File: config.mk
export PLATFORM = sky130hd
export DESIGN_NAME = periph_top
export DESIGN_NICKNAME = d
export VERILOG_FILES = /design/src/design/periph_pkg.sv /design/src/design/gpio_regs.sv /design/src/design/periph_addr_decode.sv /design/src/design/periph_top.sv /design/src/design/read_data_reg.sv
export SDC_FILE = /design/constraint.sdc
export NUM_CORES = 1
export LEC_CHECK = 0
export ABC_AREA = 0
export ABC_CLOCK_PERIOD_IN_PS = 1500
export BUFFER_PORTS_ARGS = -buffer_cell sky130_fd_sc_hd__buf_4
export CELL_PAD_IN_SITES_DETAIL_PLACEMENT = 2
export CELL_PAD_IN_SITES_GLOBAL_PLACEMENT = 2
export CORE_ASPECT_RATIO = 0.9
export CORE_MARGIN = 10
export CORE_UTILIZATION = 29
export DETAILED_ROUTE_END_ITERATION = 16
export PLACE_DENSITY = 0.77
export SLEW_MARGIN = 10
export SYNTH_ARGS = -nofsm -noshare
export SYNTH_HDL_FRONTEND = slang
export SYNTH_SLANG_ARGS = --single-unit
File: constraint.sdc
create_clock -name clk -period 1.5 [get_ports clk]
set_input_delay 0 -clock clk [delete_from_list [all_inputs] [get_ports clk]]
set_output_delay 0 -clock clk [all_outputs]
set_load 0.03 [all_outputs]
File: src/design/periph_pkg.sv
// ########################################
// Peripheral block package
// Bus widths, address map, GPIO offsets
// Vector types and request/response structs
// ########################################

`default_nettype none

package periph_pkg;

    // Widths
    localparam int DATA_W      = 32;
    localparam int ADDR_W      = 11;
    localparam int BYTE_W      = 8;
    localparam int PIN_W       = 8;   // One PMOD worth of pins
    localparam int FUNC_SEL_W  = 5;   // Region bit plus slot index
    localparam int AUDIO_SEL_W = 3;
    localparam int SLOT_IDX_W  = 4;

    typedef logic [DATA_W-1:0]      data_t;
    typedef logic [ADDR_W-1:0]      addr_t;
    typedef logic [BYTE_W-1:0]      byte_t;
    typedef logic [PIN_W-1:0]       pins_t;
    typedef logic [FUNC_SEL_W-1:0]  func_sel_t;
    typedef logic [AUDIO_SEL_W-1:0] audio_sel_t;
    typedef logic [SLOT_IDX_W-1:0]  slot_idx_t;
    typedef logic [1:0]             xfer_size_t;

    // Transfer size code from the core
    // 00 byte, 01 half, 10 word, 11 idle
    localparam xfer_size_t SIZE_NONE = 2'b11;

    // Word slots in the 64-byte region
    localparam slot_idx_t GPIO_SLOT = 4'd1;
    localparam slot_idx_t UART_SLOT = 4'd2;   // Not fitted, reads as empty

    // Register offsets inside the GPIO slot
    localparam logic [5:0] GPIO_OUT_OFS  = 6'h00;
    localparam logic [5:0] GPIO_IN_OFS   = 6'h04;
    localparam logic [5:0] AUDIO_SEL_OFS = 6'h10;
    localparam logic [5:0] FUNC_SEL_BASE = 6'h20;  // One word per output pin

    // One request from the core, as seen in a single cycle
    typedef struct packed {
        addr_t      addr;
        data_t      wdata;     // Low 8, 16 or 32 bits valid
        xfer_size_t write_n;
        xfer_size_t read_n;
    } periph_req_t;

    // What the addressed slot answers
    typedef struct packed {
        data_t rdata;
        logic  ready;
    } periph_rsp_t;

endpackage

`default_nettype wire

File: src/design/gpio_regs.sv
// ########################################
// GPIO register block
// Output register, input readback,
// audio select, per-pin function selects
// ########################################

`timescale 1ns/1ps
`default_nettype none

module gpio_regs (
    input  logic                    clk,
    input  logic                    rst_n,
    input  periph_pkg::periph_req_t i_req,
    input  logic                    i_sel,
    input  periph_pkg::pins_t       i_ui_in,
    output periph_pkg::data_t       o_rdata,
    output periph_pkg::pins_t       o_uo_out,
    output logic                    o_audio_select
);

    logic [5:0]             ofs;       // Offset inside the 64-byte slot
    logic                   wr_en;
    periph_pkg::byte_t      wr_byte;
    periph_pkg::pins_t      gpio_out;
    periph_pkg::audio_sel_t audio_sel;
    periph_pkg::func_sel_t  func_sel [periph_pkg::PIN_W];

    // Offset of the select word for pin i
    function automatic logic [5:0] func_sel_ofs(input int pin);
        logic [5:0] step;
        step = 6'(pin * 4);
        return periph_pkg::FUNC_SEL_BASE + step;
    endfunction

    assign ofs     = i_req.addr[5:0];
    assign wr_en   = i_sel && (i_req.write_n != periph_pkg::SIZE_NONE);  // Any write size
    assign wr_byte = i_req.wdata[periph_pkg::BYTE_W-1:0];

    always_ff @(posedge clk) begin
        if (!rst_n) begin
            gpio_out <= '0;
        end else if (wr_en && ofs == periph_pkg::GPIO_OUT_OFS) begin
            gpio_out <= wr_byte;
        end
    end

    always_ff @(posedge clk) begin
        if (!rst_n) begin
            audio_sel <= '0;
        end else if (wr_en && ofs == periph_pkg::AUDIO_SEL_OFS) begin
            audio_sel <= wr_byte[periph_pkg::AUDIO_SEL_W-1:0];
        end
    end

    // Pins 0 and 1 come up on the UART slot, the rest on GPIO
    for (genvar i = 0; i < periph_pkg::PIN_W; i++) begin : g_func_sel
        always_ff @(posedge clk) begin
            if (!rst_n) begin
                if (i < 2) begin
                    func_sel[i] <= {1'b0, periph_pkg::UART_SLOT};
                end else begin
                    func_sel[i] <= {1'b0, periph_pkg::GPIO_SLOT};
                end
            end else if (wr_en && ofs == func_sel_ofs(i)) begin
                func_sel[i] <= wr_byte[periph_pkg::FUNC_SEL_W-1:0];
            end
        end

        // Bit 4 picks the byte region, where nothing drives pins
        assign o_uo_out[i] = (func_sel[i] == {1'b0, periph_pkg::GPIO_SLOT}) ? gpio_out[i]
                                                                           : 1'b0;
    end

    // Register readback, decoded on the offset alone.
    // The address decoder only passes it on when GPIO is selected.
    always_comb begin
        o_rdata = '0;
        case (ofs)
            periph_pkg::GPIO_OUT_OFS: begin
                o_rdata[periph_pkg::PIN_W-1:0] = gpio_out;
            end
            periph_pkg::GPIO_IN_OFS: begin
                o_rdata[periph_pkg::PIN_W-1:0] = i_ui_in;
            end
            periph_pkg::AUDIO_SEL_OFS: begin
                o_rdata[periph_pkg::AUDIO_SEL_W-1:0] = audio_sel;
            end
            default: begin
                for (int i = 0; i < periph_pkg::PIN_W; i++) begin
                    if (ofs == func_sel_ofs(i)) begin
                        o_rdata[periph_pkg::FUNC_SEL_W-1:0] = func_sel[i];
                    end
                end
            end
        endcase
    end

    assign o_audio_select = audio_sel[periph_pkg::AUDIO_SEL_W-1];  // Top bit routes audio out

endmodule

`default_nettype wire

File: src/design/periph_addr_decode.sv
// ########################################
// Address decode for the peripheral block
// Word/byte region split, GPIO select
// and the read response of the slot
// ########################################

`timescale 1ns/1ps
`default_nettype none

module periph_addr_decode (
    input  periph_pkg::periph_req_t i_req,
    input  periph_pkg::data_t       i_gpio_rdata,
    output logic                    o_gpio_sel,
    output periph_pkg::periph_rsp_t o_rsp
);

    // Address layout
    //   bit 10 set:   byte region, slot in bits 7:4, 16 bytes each
    //   bit 10 clear: word region, slot in bits 9:6, 64 bytes each
    logic                  region_byte;
    periph_pkg::slot_idx_t word_slot;

    assign region_byte = i_req.addr[periph_pkg::ADDR_W-1];
    assign word_slot   = i_req.addr[periph_pkg::ADDR_W-2 -: periph_pkg::SLOT_IDX_W];

    // Level select, high for the whole request cycle
    assign o_gpio_sel = !region_byte && (word_slot == periph_pkg::GPIO_SLOT);

    // Response of whichever slot the address falls in.
    // Only GPIO is fitted, so every other slot gives zero data.
    always_comb begin
        o_rsp = '0;
        if (region_byte) begin
            // Byte peripherals always answer in the same cycle
            o_rsp.ready = 1'b1;
        end else if (o_gpio_sel) begin
            o_rsp.rdata = i_gpio_rdata;
            o_rsp.ready = 1'b1;  // Readback is combinational
        end else begin
            // Empty word slot never acknowledges a read
            o_rsp.ready = 1'b0;
        end
    end

endmodule

`default_nettype wire

File: src/design/periph_top.sv
// ########################################
// Peripheral block top level
// Packs core bus signals and connects
// decode, GPIO and read data register
// ########################################

`timescale 1ns/1ps
`default_nettype none

module periph_top (
    input  logic                   clk,
    input  logic                   rst_n,

    input  periph_pkg::pins_t      i_ui_in,         // Synchronized input PMOD
    input  periph_pkg::addr_t      i_addr,
    input  periph_pkg::data_t      i_data_in,
    input  periph_pkg::xfer_size_t i_data_write_n,
    input  periph_pkg::xfer_size_t i_data_read_n,
    input  logic                   i_data_read_complete,

    output periph_pkg::pins_t      o_uo_out,
    output logic                   o_audio_select,
    output periph_pkg::data_t      o_data_out,
    output logic                   o_data_ready
);

    periph_pkg::periph_req_t req;
    periph_pkg::periph_rsp_t rsp;
    periph_pkg::data_t       gpio_rdata;
    logic                    gpio_sel;

    // Core request in one bundle
    assign req.addr    = i_addr;
    assign req.wdata   = i_data_in;
    assign req.write_n = i_data_write_n;
    assign req.read_n  = i_data_read_n;

    periph_addr_decode periph_addr_decode_i (
        .i_req        (req),
        .i_gpio_rdata (gpio_rdata),
        .o_gpio_sel   (gpio_sel),
        .o_rsp        (rsp)
    );

    // Word slot 1
    gpio_regs gpio_regs_i (
        .clk            (clk),
        .rst_n          (rst_n),
        .i_req          (req),
        .i_sel          (gpio_sel),
        .i_ui_in        (i_ui_in),
        .o_rdata        (gpio_rdata),
        .o_uo_out       (o_uo_out),
        .o_audio_select (o_audio_select)
    );

    read_data_reg read_data_reg_i (
        .clk             (clk),
        .rst_n           (rst_n),
        .i_req           (req),
        .i_rsp           (rsp),
        .i_read_complete (i_data_read_complete),
        .o_data_out      (o_data_out),
        .o_data_ready    (o_data_ready)
    );

endmodule

`default_nettype wire

File: src/design/read_data_reg.sv
// ########################################
// Read data register
// Captures and holds the read response
// and drives the data-ready strobe
// ########################################

`timescale 1ns/1ps
`default_nettype none

module read_data_reg (
    input  logic                    clk,
    input  logic                    rst_n,
    input  periph_pkg::periph_req_t i_req,
    input  periph_pkg::periph_rsp_t i_rsp,
    input  logic                    i_read_complete,
    output periph_pkg::data_t       o_data_out,
    output logic                    o_data_ready
);

    logic              read_req;
    logic              write_req;
    logic              capture;
    logic              hold;      // Data register owns a value the core has not taken yet
    logic              ready_q;
    periph_pkg::data_t data_q;

    assign read_req  = i_req.read_n != periph_pkg::SIZE_NONE;
    assign write_req = i_req.write_n != periph_pkg::SIZE_NONE;

    // Take a new value only when nothing is held
    assign capture = read_req && i_rsp.ready && !hold;

    always_ff @(posedge clk) begin
        if (!rst_n) begin
            hold    <= 1'b0;
            ready_q <= 1'b0;
        end else begin
            if (capture) begin
                hold <= 1'b1;
            end else if (i_read_complete) begin
                hold <= 1'b0;   // Released one cycle after the pulse
            end
            ready_q <= read_req && i_rsp.ready;
        end
    end

    always_ff @(posedge clk) begin
        if (capture) begin
            data_q <= i_rsp.rdata;
        end
    end

    assign o_data_out = data_q;

    // Writes complete in their own cycle, reads one cycle later
    assign o_data_ready = ready_q || write_req;

endmodule

`default_nettype wire

==> results of run 1 <==
==> cells by family after synthesis <==
kind of cell	after synthesis
flops	61
simple gates	134
buf+inv	42
mux	16
other cells	1
compound gates	56
==> repair_timing <==
item,CTS,global route
pin swaps,2,2
hold buffers,8,0
resized for setup,7,6
cloned,0,0
buffers inserted,1,2
hold endpoints to repair,7,0
endpoints found under the setup margin,7,17
==> sequential cells by signal (all words and copies together) (netlist names) <==
signal,flops
gpio_regs_i.audio_sel,3
gpio_regs_i.func_sel,40
gpio_regs_i.gpio_out,8
read_data_reg_i.hold,1
read_data_reg_i.o_data_out,8
read_data_reg_i.ready_q,1
==> worst max-delay path: stages, from the launching register on <==
cell	delay [ps]
edfxtp_1	430
mux4_2	530
a221oi_2	260
nor3_1	70
==> cell usage in the layout, fill, tap and decap left out, types with 4 or more instances in the layout <==
cell type | synthesis | layout
buf_4 | 25 | 93
edfxtp_1 | 48 | 48
and2_1 | 35 | 35
conb_1 | 1 | 24
nand3_1 | 13 | 13
nand2b_1 | 12 | 12
a21oi_1 | 13 | 12
dfxtp_1 | 13 | 12
nand2_1 | 11 | 11
nor2_1 | 11 | 11
o21ai_1 | 7 | 11
clkbuf_16 | 0 | 11
nor3_1 | 12 | 9
o21ai_0 | 12 | 8
dlygate4sd3_1 | 0 | 8
nor3_2 | 4 | 7
nand4bb_1 | 7 | 6
mux2i_1 | 6 | 6
mux2_2 | 7 | 6
a22oi_1 | 4 | 4
==> layer usage <==
metal,GRT usage,up-vias,wire length [um]
li1,-,1304,-
met1,0.201,1499,5890
met2,0.302,106,7380
met3,0.0324,19,692
met4,0.0598,0,268
met5,0,-,0
==> cell type report <==
cell class	instances	area, um2
Fill cell	1189	6890
Sequential cell	61	1700
Multi-Input combinational cell	230	1620
Timing Repair Buffer	102	790
Clock buffer	15	310
Tap cell	156	195
Clock inverter	1	7.51
Inverter	2	7.51
==> power groups by stage <==
stage                     registers (uW)  logic [uW]  clock network (uW)
after floorplan                     1970         313                   0
after global placement              1960         516                   0
after detailed placement            1970         532                   0
after CTS                           1940         566                2210
after global routing                1950         625                2280
final                               1940         594                2190
==> stage by stage <==
stage	setup WS (ps)	total power (uW)
after floorplan	-94.5	2280
after global placement	-91.6	2480
after detailed placement	-174	2500
after CTS	-44.9	4720
after global routing	-136	4850
final	-61.0	4720
==> final timing paths <==
| kind | start | depth (start not counted) | endpoint | slack, ps |
|---|---|---|---|---|
| max | gpio_regs_i.func_sel[0][2]$_SDFFCE_PN0P_ | 3 | read_data_reg_i.o_data_out[2]$_SDFFCE_PP0P_ | -60 |
| min | i_ui_in[5] | 3 | read_data_reg_i.o_data_out[5]$_SDFFCE_PP0P_ | 30 |
| max reg2reg | gpio_regs_i.func_sel[0][2]$_SDFFCE_PN0P_ | 3 | read_data_reg_i.o_data_out[2]$_SDFFCE_PP0P_ | -60 |
| min reg2reg | gpio_regs_i.audio_sel[1]$_SDFFE_PN0P_ | 2 | gpio_regs_i.audio_sel[1]$_SDFFE_PN0P_ | 490 |
==> flow_metrics.tcl, run 1 <==
set metrics [dict create \
    ys_warn_count 0 \
    syn_inst 310 \
    vias_per_cell 5.16 \
    path_max_fanout 2 \
    fin_util 0.402 \
    internal-power_uw 3530 \
    fin_crit_ps 1560 \
    syn_area_per_cell_um2 11.1 \
    die-area_mm2 0.0167 \
    grt_util_all_layers 0.170 \
    overflow 0 \
    yosysSeqAreaShare 0.493 \
    synthMuxAreaShare 0.0598 \
    hold_ws_ps 28.5 \
    grt_pass1_wl_um 21000 \
    p_sw_frac 0.252 \
    switching_power_uw 1190 \
    ys_seq_elements 61 \
    antenna_left 0 \
    yosysUniqueCellTypes 57 \
    pwr-share-comb 0.126 \
    p_seq_frac 0.411 \
    synth.most_common_cell "edfxtp_1" \
    power.clock.fraction 0.463 \
    cts_tree "built" \
    endpoint_kind "flop" \
    dr.pass1.iters 5 \
    synth_top_area_frac 0.418 \
    hold_path_class "in -> reg" \
    num_io_pins 100 \
    netlist_top_cells_area "edfxtp_1, dfxtp_1, and2_1" \
    rsz0062_at_grt "yes" \
    start_util 0.299 \
    cp.arrival_ps 1630 \
    yosys.area.top_type "edfxtp_1" \
    finClkSkew_ps 3.03 \
    clock.fmax_ghz 0.641 \
    ir_worst_vdd_v 0.000403 \
    die_w_um 135 \
    synth_ff_type "edfxtp_1" \
    max_cap_viol_count 0 \
    powerDensity_mw_per_mm2 1020 \
    htree_levels 3 \
    antenna_found_initial 0 \
    violations "setup timing" \
    antenna_cells 0 \
    vias 2928 \
    avgRoutedWirePerCell_um 25.1 \
    grt_pass1_vias 3344 \
    portBuffers 51 \
    clkLatencyLatePin_ps 340 \
    worst_ep_required_time_ps 1570 \
    final_cells 567 \
    maxSlewHeadroom 0.648 \
    netlist_area_mm2 0.00345 \
    cts.clk_slew.worst_paths_ps 50 \
    synth-edff-count 48 \
    finalInstanceArea_mm2 0.00464 \
    setup_ws_ps -61.0 \
    fin_crit_sh 1.04 \
    layout.nets 464 \
    drcViolationCount 0 \
    place.gp.congestion 0.832 \
    hold_viol 0 \
    finalWirelength_um 14200 \
    tightestPinTransition_ps 526 \
    place_area_mm2 0.00415 \
    rows 37 \
    cts_inserted_buffers 9 \
    slew_viol_final 0 \
    synth_compound_area_frac 0.104 \
    clockRootBuffer "clkbuf_16" \
    p_leak_uw 0.00172 \
    tns_ps -108 \
    start_kind "flop" \
    async_flop_share 0 \
    fp.coreArea_mm2 0.0115 \
    area_growth_pct 34.3 \
    dp_hpwl_um 9810 \
    finalSetupViolCount 4 \
    die_y_um 124 \
    placed_cells 540 \
    critPathKind "reg -> reg" \
    dr.first_iter.drc_count 278 \
    yosys.area_share.xor_xnor 0 \
    grt_max_degree 23 \
    drive_gt1_frac 0.348 \
    yosys.area_share.simple 0.262 \
    synth_top_family_by_area "simple AND/OR/NAND/NOR gates" \
    ys_top_cells_by_count "edfxtp_1, and2_1, buf_4" \
    synth_fa_ha_area_frac 0 \
    clk_path_buf_depth 2 \
    outcome "complete, but fails checks" \
    clkSinkCount 61 \
]
Power figures use the tool's default switching activity.
==> run 2, diff against run 1 <==
Settings changed: GPL_TIMING_DRIVEN set to 0, SETUP_SLACK_MARGIN set to 0.15.
==> run 2 against run 1 <==
Effect of this change:
- the run still ends with setup timing left
- fmax grew 0.27%
- flip-flop and latch count is the same
- first-iteration DRC count down 28%
- critical endpoint unchanged
==> flow_metrics.tcl, run 2 (same netlist as run 1, synthesis figures left out) <==
set metrics [dict create \
    grt_pass1_vias 3116 \
    hold_ws_ps 10.1 \
    grt_util_all_layers 0.157 \
    vias 2965 \
    rsz0062_at_grt "yes" \
    cts.clk_slew.worst_paths_ps 60 \
    p_leak_uw 0.00184 \
    tightestPinTransition_ps 751 \
    die-area_mm2 0.0167 \
    clock.fmax_ghz 0.642 \
    dr.first_iter.drc_count 200 \
    layout.nets 474 \
    powerDensity_mw_per_mm2 987 \
    start_util 0.299 \
    die_y_um 124 \
    vias_per_cell 5.14 \
    fillers 1184 \
    grt_pass1_wl_um 19800 \
    clkLatencyLatePin_ps 340 \
    critPathKind "reg -> reg" \
    overflow 0 \
    slowest_stage "mux4_2" \
    setup_ws_ps -56.8 \
    antenna_cells 0 \
    clk_path_buf_depth 2 \
    grt_max_degree 12 \
    drive_gt1_frac 0.413 \
    path_max_fanout 2 \
    cp.arrival_ps 1630 \
    finalWirelength_um 13500 \
    finClkSkew_ps 8.26 \
    violations "setup timing" \
    crit_chain "mux4_2, a221oi_2, nor3_1" \
    dp_hpwl_um 9280 \
    fin_crit_sh 1.04 \
    start_kind "flop" \
    path_delay_family "multiplexers" \
    fp.coreArea_mm2 0.0115 \
    maxSlewHeadroom 0.499 \
    antenna_left 0 \
    hold_viol 0 \
    clkSinkCount 61 \
    max_cap_viol_count 0 \
    outcome "complete, but fails checks" \
    die_w_um 135 \
    dr.pass1.iters 5 \
    cts_tree "built" \
    place.gp.congestion 0.879 \
    slew_viol_final 0 \
    fin_util 0.423 \
    antenna_found_initial 0 \
    rows 37 \
    slowest_delay_ps 500 \
    finalSetupViolCount 1 \
    worst_ep_required_time_ps 1580 \
    cts_inserted_buffers 9 \
    path_buf_inv 0 \
    top_register "gpio_regs_i.func_sel" \
    portBuffers 49 \
    endpoint_kind "flop" \
    final_cell_mix "buf_4, edfxtp_1, and2_1" \
    avgRoutedWirePerCell_um 23.3 \
    htree_levels 3 \
    clockRootBuffer "clkbuf_16" \
    mostFrequentLayoutCell "buf_4" \
    area_growth_pct 41.2 \
    drcViolationCount 0 \
    largest_register_ffs 40 \
    num_io_pins 100 \
    fin_crit_ps 1560 \
    hold_path_class "in -> reg" \
    ir_worst_vdd_v 0.000483 \
]
-- run 2: changes by cell type in the layout (fill, tap and decap cells not counted), moves of 5 or more --
cell     before  now
nor3_1        9    3
buf_2         0    7
buf_4        93   88
o21ai_4       0    7
-- run 2: power by group --
| group | internal [uW] | total, uW | switching, uW | leakage [uW] |
|---|---|---|---|---|
| registers | 1890 | 1940 | 48.2 | 0.000571 |
| logic | 249 | 628 | 379 | 0.00112 |
| clock network | 1450 | 2240 | 792 | 0.000145 |
-- run 2: final timing paths --
check                                            from                                          end  slack [ps]  depth (start not counted)
max          gpio_regs_i.func_sel[1][2]$_SDFFCE_PN0P_  read_data_reg_i.o_data_out[2]$_SDFFCE_PP0P_         -60                          3
min                                      i_data_in[2]         gpio_regs_i.gpio_out[2]$_SDFFE_PN0P_          10                          3
max reg2reg  gpio_regs_i.func_sel[1][2]$_SDFFCE_PN0P_  read_data_reg_i.o_data_out[2]$_SDFFCE_PP0P_         -60                          3
min reg2reg     gpio_regs_i.audio_sel[1]$_SDFFE_PN0P_        gpio_regs_i.audio_sel[1]$_SDFFE_PN0P_         490                          2
-- run 2: area by class of cell --
class / count / area (um2) / area share
timing repair buffer: 72 / 564 / 0.116
clock inverter: 6 / 87.6 / 0.0180
inverter: 2 / 7.51 / 0.00154
sequential: 61 / 1700 / 0.349
tap: 156 / 195 / 0.0400
multi-input combinational: 230 / 1820 / 0.373
clock buffer: 10 / 229 / 0.0470
buffer: 40 / 273 / 0.0559
-- run 2: stage by stage --
step	setup slack, ps	area (um2)	power, uW	TNS, ps	std cells
floorplan	117	3580	2290	0	333
global placement	-346	4140	2490	-16270	538
detailed placement	-385	4140	2500	-20320	538
CTS	-47.8	4690	4780	-47.8	570
global route	-75.2	4880	4940	-75.2	577
finish	-56.8	4880	4810	-56.8	577
-- run 2: timing repair --
item / CTS / global route
setup buffers: 8 / 7
hold buffers: 8 / 0
resized for setup: 18 / 30
setup endpoints to repair: 60 / 88
pin swaps: 10 / 16
gates cloned: 0 / 0
endpoints found under the hold margin: 8 / 0
-- run 2: metal layers --
layer	up-vias	part of all wire	global-route usage
met4	0	0.020	0.0477
met5	-	0	0
met3	26	0.063	0.0349
met1	1490	0.41	0.191
met2	119	0.51	0.272
li1	1330	-	-
-- run 2: tightest hold or removal path: cells and delay by family --
kind / cells / cell delay [ps]
and+or+nand+nor: 1 / 80
AOI/OAI and AO/OA: 1 / 50
buffers and inverters: 1 / 160
==> run 3, diff against run 2 <==
Settings changed: GPL_TIMING_DRIVEN 0 to unset.
==> run 3 against run 2 <==
Effect of this change:
- the flow still finishes with violations (setup timing)
- critical path depth did not move
- design area decreased by 3.8%
- die area did not move
- fmax up 3.5%
- cell count is 3.3% lower
- combinational power fell by 7.0%
- largest power group unchanged
==> flow_metrics.tcl, run 3 (same netlist as run 1, synthesis figures left out) <==
set metrics [dict create \
    outcome "complete, but fails checks" \
    violations "setup timing" \
    grt_pass1_vias 3112 \
    max_cap_viol_count 0 \
    largest_register_ffs 40 \
    path_delay_family "multiplexers" \
    grt_max_degree 23 \
    p_leak_uw 0.00170 \
    top_register "gpio_regs_i.func_sel" \
    finalWirelength_um 12600 \
    grt_util_all_layers 0.153 \
    fillers 1195 \
    p_seq_frac 0.429 \
    cts_tree "built" \
    finalSetupViolCount 1 \
    dr.pass1.iters 4 \
    min_path_cells 3 \
    clkLatencyLatePin_ps 330 \
    cts.clk_slew.worst_paths_ps 60 \
    cp-startpoint "gpio_regs_i.func_sel[0][12]$_SDFFCE_PN0P_" \
    fin_crit_sh 1.00 \
    rsz0062_at_grt "yes" \
    rows 37 \
    slew_viol_final 0 \
    p_sw_frac 0.250 \
    critPathKind "reg -> reg" \
    clockRootBuffer "clkbuf_16" \
    path_max_fanout 2 \
    fin_crit_ps 1500 \
    vias 2764 \
    die-area_mm2 0.0167 \
    drive_gt1_frac 0.376 \
    worstRegToRegCells 3 \
    clock.fmax_ghz 0.665 \
    mostFrequentLayoutCell "buf_4" \
    powerDensity_mw_per_mm2 965 \
    slowest_delay_ps 520 \
    finClkSkew_ps 7.81 \
    endpoint_kind "flop" \
    slowest_stage "mux4_2" \
    setup_ws_ps -4.54 \
    portBuffers 51 \
    dp_hpwl_um 9300 \
    multi_input_area_mm2 0.00177 \
    crit_chain "mux4_2, a221oi_2, nor3_1" \
    cts_inserted_buffers 9 \
    num_io_pins 100 \
    cp.arrival_ps 1580 \
    ir_worst_vdd_v 0.000672 \
    drcViolationCount 0 \
    timing.rr.end "read_data_reg_i.o_data_out[2]$_SDFFCE_PP0P_" \
    grt_pass1_wl_um 19100 \
    switching_power_uw 1130 \
    pwr-share-comb 0.129 \
    area_growth_pct 35.8 \
    avgRoutedWirePerCell_um 22.6 \
    fp.coreArea_mm2 0.0115 \
    power.clock.fraction 0.442 \
    clkSinkCount 61 \
    layout.nets 455 \
    hold_viol 0 \
    die_w_um 135 \
    htree_levels 3 \
    internal-power_uw 3390 \
    antenna_found_initial 0 \
    tns_ps -4.54 \
    antenna_left 0 \
    worst_ep_required_time_ps 1580 \
    seq_area_mm2 0.00170 \
    dr.first_iter.drc_count 212 \
    path_buf_inv 0 \
    place.gp.congestion 0.825 \
    start_kind "flop" \
    r2r-start "gpio_regs_i.func_sel[0][12]$_SDFFCE_PN0P_" \
    overflow 0 \
    hold_path_class "in -> reg" \
    start_util 0.299 \
    vias_per_cell 4.95 \
    reg2reg_slack_ps -5 \
    antenna_cells 0 \
    die_y_um 124 \
    clk_path_buf_depth 2 \
    cp-endpoint "read_data_reg_i.o_data_out[2]$_SDFFCE_PP0P_" \
    critical_path_depth 3 \
    finalPower_uw 4520 \
    final_cell_mix "buf_4, edfxtp_1, and2_1" \
]
-- run 3: changes by cell type in the layout (fill, tap and decap cells not counted), sizes merged --
cell and change:
clkbuf -5, clkinvlp -2, dlygate4sd3 -2, buf -11, bufinv -1, clkinv +2
-- run 3: stage by stage --
| step | setup WS, ps | cells | util | area, um2 | hold slack, ps |
|---|---|---|---|---|---|
| final | -4.54 | 558 | 0.407 | 4690 | 2.67 |
| after global routing | -62.9 | 558 | 0.407 | 4690 | 2.60 |
| after CTS | -18.0 | 553 | 0.392 | 4520 | 0.0449 |
| after detailed placement | -99.3 | 528 | 0.356 | 4100 | 283 |
| after global placement | -21.1 | 528 | 0.356 | 4100 | 273 |
| after floorplan | 117 | 333 | - | 3580 | 148 |
-- run 3: how the worst min path moves through the flow --
| stage | startpoint | to |
|---|---|---|
| 2_1_floorplan | i_data_in[1] | gpio_regs_i.audio_sel[1]$_SDFFE_PN0P_ |
| 3_3_place_gp | i_data_in[7] | gpio_regs_i.gpio_out[7]$_SDFFE_PN0P_ |
| 3_5_place_dp | i_data_in[7] | gpio_regs_i.gpio_out[7]$_SDFFE_PN0P_ |
| 4_1_cts | i_ui_in[6] | read_data_reg_i.o_data_out[6]$_SDFFCE_PP0P_ |
| 5_1_grt | i_ui_in[6] | read_data_reg_i.o_data_out[6]$_SDFFCE_PP0P_ |
| 6_report | i_ui_in[6] | read_data_reg_i.o_data_out[6]$_SDFFCE_PP0P_ |
-- run 3: area by class of cell --
cell class	instances	share of cell area
multi-input cells	230	0.378
inverters	2	0.00160
clock inverters	5	0.0109
well taps	156	0.0416
clock buffers	11	0.0496
repair buffers	93	0.155
flip-flops and latches	61	0.363
-- run 3: layer usage --
| layer | GRT usage | wire [um] | part of all wire | vias up |
|---|---|---|---|---|
| li1 | - | - | - | 1288 |
| met1 | 0.181 | 5380 | 0.43 | 1396 |
| met4 | 0.0397 | 167 | 0.013 | 0 |
| met5 | 0 | 0 | 0 | - |
| met3 | 0.0422 | 573 | 0.045 | 13 |
| met2 | 0.269 | 6480 | 0.51 | 67 |
-- run 3: power groups by stage --
stage	logic (uW)	registers, uW	clock network [uW]
finish	584	1940	2000
detailed placement	516	1970	0
global route	624	1950	2120
CTS	547	1940	2050
global placement	507	1960	0
floorplan	324	1970	0
-- run 3: timing repair --
action                                 in CTS  in global routing
buffers inserted                            3                  5
resized for setup                          13                 19
hold buffers                                6                  0
pin swaps                                   6                  1
endpoints found under the hold margin       5                  0
setup endpoints to repair                  11                 25
-- run 3: tightest hold or removal path, cell delays in order --
cell and delay, ps:
buf_4 80, a22oi_1 60, nor2_1 80
